--- config.mk ---
export PLATFORM = sky130hd
export DESIGN_NAME = icache_ctrl
export DESIGN_NICKNAME = d
export VERILOG_FILES = /design/src/common/icache_pkg.sv /design/src/hw/icache_ctrl.sv /design/src/hw/icache_lookup.sv /design/src/hw/icache_resolve.sv /design/src/hw/icache_tag_store.sv
export SDC_FILE = /design/constraint.sdc
export NUM_CORES = 2
export LEC_CHECK = 0
export ABC_AREA = 1
export BUFFER_PORTS_ARGS = -buffer_cell sky130_fd_sc_hd__buf_2
export CAP_MARGIN = 15
export CORE_ASPECT_RATIO = 2
export CORE_MARGIN = 3
export CORE_UTILIZATION = 40
export CTS_BUF_LIST = sky130_fd_sc_hd__clkbuf_8
export CTS_CLUSTER_DIAMETER = 40
export DETAILED_ROUTE_END_ITERATION = 12
export PLACE_DENSITY_LB_ADDON = 0.08
export SLEW_MARGIN = 15
export SYNTH_ARGS = -nofsm -noshare
export SYNTH_HDL_FRONTEND = slang
export SYNTH_SLANG_ARGS = --single-unit
export TNS_END_PERCENT = 5
--- constraint.sdc ---
create_clock -name clk -period 4.2 [get_ports clk]
set_input_delay 0.84 -clock clk [delete_from_list [all_inputs] [get_ports clk]]
set_output_delay 0.84 -clock clk [all_outputs]
set_load 0.02 [all_outputs]
--- src/common/icache_pkg.sv ---
package icache_pkg;

    // address split seen by the L1 instruction cache
    localparam int TAG_W   = 52;
    localparam int INDEX_W = 6;
    localparam int LINES   = 1 << INDEX_W;  // one tag entry per index value

    typedef logic [TAG_W-1:0]   tag_t;
    typedef logic [INDEX_W-1:0] index_t;

    // one stored line of the tag array
    typedef struct packed {
        logic valid;
        tag_t tag;
    } tag_entry_t;

    // request held by the lookup stage while the access is in progress
    typedef struct packed {
        logic   valid;  // high for the single decision cycle
        tag_t   tag;
        index_t index;
    } lookup_req_t;

    // refill write from the resolve stage into the tag store
    typedef struct packed {
        logic   we;
        index_t index;
        tag_t   tag;
    } fill_t;

endpackage

--- src/hw/icache_ctrl.sv ---
`timescale 1ns/1ns

module icache_ctrl (
    input  logic              clk,
    input  logic              nrst,
    input  logic              read_c_l1,
    input  icache_pkg::tag_t   tag,
    input  icache_pkg::index_t index,
    input  logic              flush,
    input  logic              ready_l2_l1,
    output logic              stall,
    output logic              hit,
    output logic              read_l1_l2,
    output logic              refill
);

    icache_pkg::lookup_req_t req;
    icache_pkg::index_t      rd_index;
    icache_pkg::tag_entry_t  entry;
    icache_pkg::fill_t       fill;
    logic                    busy;  // a miss is outstanding towards L2

    // stage 1 captures the core request
    icache_lookup u_icache_lookup (
        .clk       (clk),
        .nrst      (nrst),
        .read_c_l1 (read_c_l1),
        .tag       (tag),
        .index     (index),
        .busy      (busy),
        .req       (req),
        .rd_index  (rd_index)
    );

    icache_tag_store u_icache_tag_store (
        .clk      (clk),
        .nrst     (nrst),
        .rd_index (rd_index),
        .entry    (entry),
        .fill     (fill),
        .flush    (flush)
    );

    // stage 2 decides hit or miss and talks to L2
    icache_resolve u_icache_resolve (
        .clk         (clk),
        .nrst        (nrst),
        .req         (req),
        .entry       (entry),
        .ready_l2_l1 (ready_l2_l1),
        .fill        (fill),
        .busy        (busy),
        .stall       (stall),
        .hit         (hit),
        .read_l1_l2  (read_l1_l2),
        .refill      (refill)
    );

endmodule

--- src/hw/icache_lookup.sv ---
`timescale 1ns/1ns

module icache_lookup (
    input  logic                    clk,
    input  logic                    nrst,
    input  logic                    read_c_l1,
    input  icache_pkg::tag_t         tag,
    input  icache_pkg::index_t       index,
    input  logic                    busy,
    output icache_pkg::lookup_req_t req,
    output icache_pkg::index_t       rd_index
);

    logic               valid_q;
    icache_pkg::tag_t   tag_q;
    icache_pkg::index_t index_q;
    logic               accept;

    // strobes that arrive while the core is stalled are dropped here
    assign accept = read_c_l1 && !valid_q && !busy;

    always_ff @(posedge clk or negedge nrst) begin
        if (!nrst) begin
            valid_q <= 1'b0;
        end else begin
            valid_q <= accept;  // only lives for the decision cycle
        end
    end

    // tag and index stay put through a miss since resolve builds the fill from them
    always_ff @(posedge clk) begin
        if (accept) begin
            tag_q   <= tag;
            index_q <= index;
        end
    end

    assign req.valid = valid_q;
    assign req.tag   = tag_q;
    assign req.index = index_q;

    assign rd_index = index_q;  // tag store is read with the captured index

    // resolve may only go busy straight after a decision cycle of this stage
    a_busy_after_req: assert property (
        @(posedge clk) disable iff (!nrst)
        $rose(busy) |-> $past(valid_q)
    ) else $error("resolve went busy without a request from lookup");

endmodule

--- src/hw/icache_resolve.sv ---
`timescale 1ns/1ns

module icache_resolve (
    input  logic                    clk,
    input  logic                    nrst,
    input  icache_pkg::lookup_req_t req,
    input  icache_pkg::tag_entry_t  entry,
    input  logic                    ready_l2_l1,
    output icache_pkg::fill_t       fill,
    output logic                    busy,
    output logic                    stall,
    output logic                    hit,
    output logic                    read_l1_l2,
    output logic                    refill
);

    logic tag_match;
    logic miss_pending;
    logic hit_q;
    logic refill_q;
    logic fill_done;

    assign tag_match = entry.valid && (entry.tag == req.tag);

    // L2 only ends a miss that is actually outstanding
    assign fill_done = miss_pending && ready_l2_l1;

    always_ff @(posedge clk or negedge nrst) begin
        if (!nrst) begin
            miss_pending <= 1'b0;
        end else if (req.valid && !tag_match) begin
            miss_pending <= 1'b1;
        end else if (fill_done) begin
            miss_pending <= 1'b0;
        end
    end

    // hit and refill are single cycle pulses
    always_ff @(posedge clk or negedge nrst) begin
        if (!nrst) begin
            hit_q    <= 1'b0;
            refill_q <= 1'b0;
        end else begin
            hit_q    <= req.valid && tag_match;
            refill_q <= fill_done;
        end
    end

    // the held request supplies tag and index for the refill write
    assign fill.we    = fill_done;
    assign fill.index = req.index;
    assign fill.tag   = req.tag;

    assign busy       = miss_pending;
    assign read_l1_l2 = miss_pending;  // level request until L2 answers
    assign hit        = hit_q;
    assign refill     = refill_q;

    // core waits during the decision cycle and the whole miss
    assign stall = req.valid || miss_pending;

    a_hit_not_with_miss: assert property (
        @(posedge clk) disable iff (!nrst)
        !(hit && read_l1_l2)
    ) else $error("hit raised while an L2 request was pending");

    // the refill cycle has the L2 request closed and the core released
    a_refill_releases: assert property (
        @(posedge clk) disable iff (!nrst)
        refill |-> !read_l1_l2 && !stall
    ) else $error("L2 request or stall still up during refill");

endmodule

--- src/hw/icache_tag_store.sv ---
`timescale 1ns/1ns

module icache_tag_store (
    input  logic                   clk,
    input  logic                   nrst,
    input  icache_pkg::index_t      rd_index,
    output icache_pkg::tag_entry_t entry,
    input  icache_pkg::fill_t      fill,
    input  logic                   flush
);

    logic [icache_pkg::LINES-1:0] valid_q;
    icache_pkg::tag_t             tag_mem [icache_pkg::LINES];

    // valid bits: reset and flush clear all of them at once
    always_ff @(posedge clk or negedge nrst) begin
        if (!nrst) begin
            valid_q <= '0;
        end else if (flush) begin
            valid_q <= '0;  // flush beats a refill in the same cycle
        end else if (fill.we) begin
            valid_q[fill.index] <= 1'b1;
        end
    end

    // the tag itself is harmless to write, the line stays invalid after a flush
    always_ff @(posedge clk) begin
        if (fill.we) begin
            tag_mem[fill.index] <= fill.tag;
        end
    end

    // asynchronous read so resolve can compare in the cycle after capture
    assign entry.valid = valid_q[rd_index];
    assign entry.tag   = tag_mem[rd_index];

endmodule

==> results by group <==
Run status
  – Status: finished, final reports clean

Power
  – LEAKAGE: 0.0563 uW
  – Net Sw Frac: 30.6%
  – Flop pwr share: 48.6%
  – Maximum vdd drop: 401 uV
  – Pint: 55,400 uW
  – P_sw: 24,400 uW
  – Clock group share of total power: 33.1%
  – Power Density: 503 mW/mm^2
  – Gate power share: 18.3%

Timing
  – Setup-failing EPs final: 0
  – Relative slew slack: 29.8%
  – Period minus WS final: 4.13 ns
  – Fmax: 242 MHz
  – Worst-Margin Slew: 1.05 ns
  – Fin. Hold Viols: 0
  – Clock Skew: 0.0555 ns
  – Final worst path period share: 98.4%
  – Final Max Slew Viols: 0

Synthesis
  – Netlist cell types: 24
  – Post-synth EDFFs: 3,386
  – Post-Synthesis Cells: 11,400
  – Number of synthesized register bits: 3,460
  – Post-synth ARST share: 1.97%
  – Avg Cell Area, Syn: 12.1 um^2
  – Sequential share of the synthesized area: 74.8%
  – Mapped cell area: 0.138 mm^2
  – Syn_nets: 11,500
  – YS warnings: 0
  – Top_reg_cell synth: edfxtp_1

Setup path
  – Worst Path Arrival: 5.10 ns
  – Startpoint types: flop
  – Critical path class: reg2reg
  – Crit path to: u_icache_resolve.busy$_DFFE_PN0P_
  – Worst R2R Setup Slack: 0.07 ns
  – Reg2Reg Depth: 20
  – Worst setup EP type: flop
  – RR Endpoint: u_icache_resolve.busy$_DFFE_PN0P_
  – Crit path required time: 5.16 ns
  – CP max FO: 65

Global routing
  – First-pass GRT wire length: 741,000 um
  – Vias in the first global route: 94,100
  – Total congestion overflow: 0
  – Largest net degree at the start of global routing: 149
  – GRT Resource Usage Total: 29.7%
  – Number of antenna violations at the first check in global routing: 12

Place
  – DP HPWL: 303,000 um
  – IO buf count: 66
  – Placed Area: 0.149 mm^2
  – Routability cong.: 0.825

Run
  – Max Cap Violations: 0

Hold path
  – Worst hold path type: in2reg

Clocking
  – CTS tree: done
  – Clock slew seen by the registers of the worst setup and hold paths: 0.06 ns
  – Root Buffer: clkbuf_8
  – CTS H-tree lvls: 6
  – CTS buffer count: 525
  – Post-CTS setup buffers: 0
  – Skew-Pair Late Insertion Delay: 1.10 ns
  – CTS sink count: 3,460
  – Longest Clk Path Bufs: 4

Floorplanning
  – CORE AREA: 0.343 mm^2
  – Die span in x: 422 um
  – Die height: 838 um
  – IO Pins: 67
  – Row count: 304
  – Initial core utilization: 40.3%
  – Die area: 0.354 mm^2

Drt
  – WL/cell: 31.9 um
  – Pre-antenna DRT Iters: 8
  – Drt drc: 0
  – 1st-iter DRT viols: 10,400
  – Antenna-violating nets left: 0
  – Vias per inst: 5.71
  – Final WL: 539,000 um
  – Detailed-route via count: 96,300

Finish
  – Final core utilization: 46.2%
  – Fraction of layout cells with a size suffix above 1: 11.0%
  – Fill cells: 31,000
  – Area delta synth->final: 14.7%
  – Most common cell after layout, fill and taps aside: nand2_1
  – Design area: 0.159 mm^2
  – Nets: 12,000
  – Commonest non-fill, non-tap cells in the layout: nand2_1 (3,600), edfxtp_1 (3,386), nand3_1 (3,170)
flip-flops by register name, indices dropped and copies added, names as in the netlist, named ones only:
name	flops
u_icache_tag_store.tag_mem	3328
u_icache_tag_store.valid_q	64
u_icache_lookup.tag_q	52
u_icache_lookup.rd_index	6
u_icache_lookup.valid_q	1
u_icache_resolve.busy	1
u_icache_resolve.hit	1
u_icache_resolve.refill	1
layout make-up:
| class | instances | area, um^2 | area share, % |
|---|---|---|---|
| Antenna cell | 4 | 10.0 | 0.00631 |
| Clock buffer | 549 | 7560 | 4.76 |
| Clock inverter | 355 | 1880 | 1.19 |
| Sequential cell | 3460 | 104000 | 65.2 |
| Inverter | 58 | 272 | 0.171 |
| Multi-Input combinational cell | 7164 | 31700 | 20.0 |
| Tap cell | 4590 | 5740 | 3.62 |
| Timing Repair Buffer | 690 | 8080 | 5.09 |
per-stage QoR:
stage	std cells	hold WS, ns	total power [uW]	setup WS [ns]	TNS (ns)
4_1_cts	16900	0.0246	80300	0.00214	0
3_5_place_dp	15900	0.478	54000	-0.520	-0.972
5_1_grt	16900	0.0453	82800	-0.00439	-0.00439
3_3_place_gp	15900	0.479	54000	-0.542	-1.01
6_report	16900	0.111	79800	0.0680	0
2_1_floorplan	11400	0.442	48000	0.197	0
routing by layer:
metal / wire length [um] / GRT usage, %
met5: 11 / 0
met4: 36300 / 17.3
met3: 34100 / 3.73
met2: 270000 / 51.4
met1: 199000 / 35.7
cell families after synthesis:
family	count (synthesis)	synth area share [%]
simple gates	7081	22.2
flops	3460	74.8
buf+inv	797	2.72
compound gates	83	0.337
repair_timing:
item                                    in CTS  in global routing
hold buffers                                57                  0
hold endpoints to repair                    93                  0
cloned                                       1                  0
endpoints found under the setup margin       2                  1
resized for setup                            7                  4
worst min-delay path by stage:
stage / from / to / slack [ns] / depth (start not counted)
detailed placement: u_icache_lookup.valid_q$_DFF_PN0_ / u_icache_resolve.busy$_DFFE_PN0P_ / 0.48 / 2
CTS: tag[5] / u_icache_lookup.tag_q[5]$_DFFE_PP_ / 0.02 / 1
global placement: u_icache_tag_store.valid_q[0]$_DFFE_PN0P_ / u_icache_tag_store.valid_q[0]$_DFFE_PN0P_ / 0.48 / 2
floorplan: u_icache_lookup.valid_q$_DFF_PN0_ / u_icache_resolve.busy$_DFFE_PN0P_ / 0.44 / 2
finish: tag[5] / u_icache_lookup.tag_q[5]$_DFFE_PP_ / 0.11 / 1
global route: tag[5] / u_icache_lookup.tag_q[5]$_DFFE_PP_ / 0.05 / 1
power by group through the flow:
| stage | combinational (uW) | sequential, uW | clock [uW] |
|---|---|---|---|
| after floorplan | 8180 | 39800 | 0 |
| after global placement | 14400 | 39600 | 0 |
| after detailed placement | 14400 | 39600 | 0 |
| after CTS | 14500 | 38900 | 26900 |
| after global routing | 15700 | 38800 | 28200 |
| final | 14600 | 38800 | 26400 |
synth_stat cells (6+ instances only):
cell,number,area (um^2)
buf_4,69,518
clkbuf_1,161,604
buf_2,410,2050
nor2_1,255,957
o22ai_1,19,119
dfxtp_1,6,120
nor3_1,12,60.1
inv_1,52,195
buf_1,98,368
edfxtp_1,3386,102000
nand2_1,3600,13500
dfrtp_1,68,1700
nand3_1,3170,15900
a21oi_1,11,55.1
o211ai_1,6,45.0
o21ai_0,44,220
nand3b_1,39,293
worst max-delay path, stage by stage (launching register included):
cell and delay (ns):
dfxtp_4 0.45, buf_12 0.21, buf_12 0.31, buf_16 0.27, nand2_1 0.09, nand3_1 0.10
nand3_1 0.13, nand3_1 0.15, nand3_1 0.11, nand3_1 0.33, nand2_1 0.09, nand2_1 0.07
nand2_1 0.35, nor2_1 0.20, nand2_1 0.15, nor2_1 0.15, nand2_1 0.07, nor2_1 0.20
nand2_1 0.19, nand2_1 0.12, nand2_1 0.05
Power figures use the tool's default switching activity.
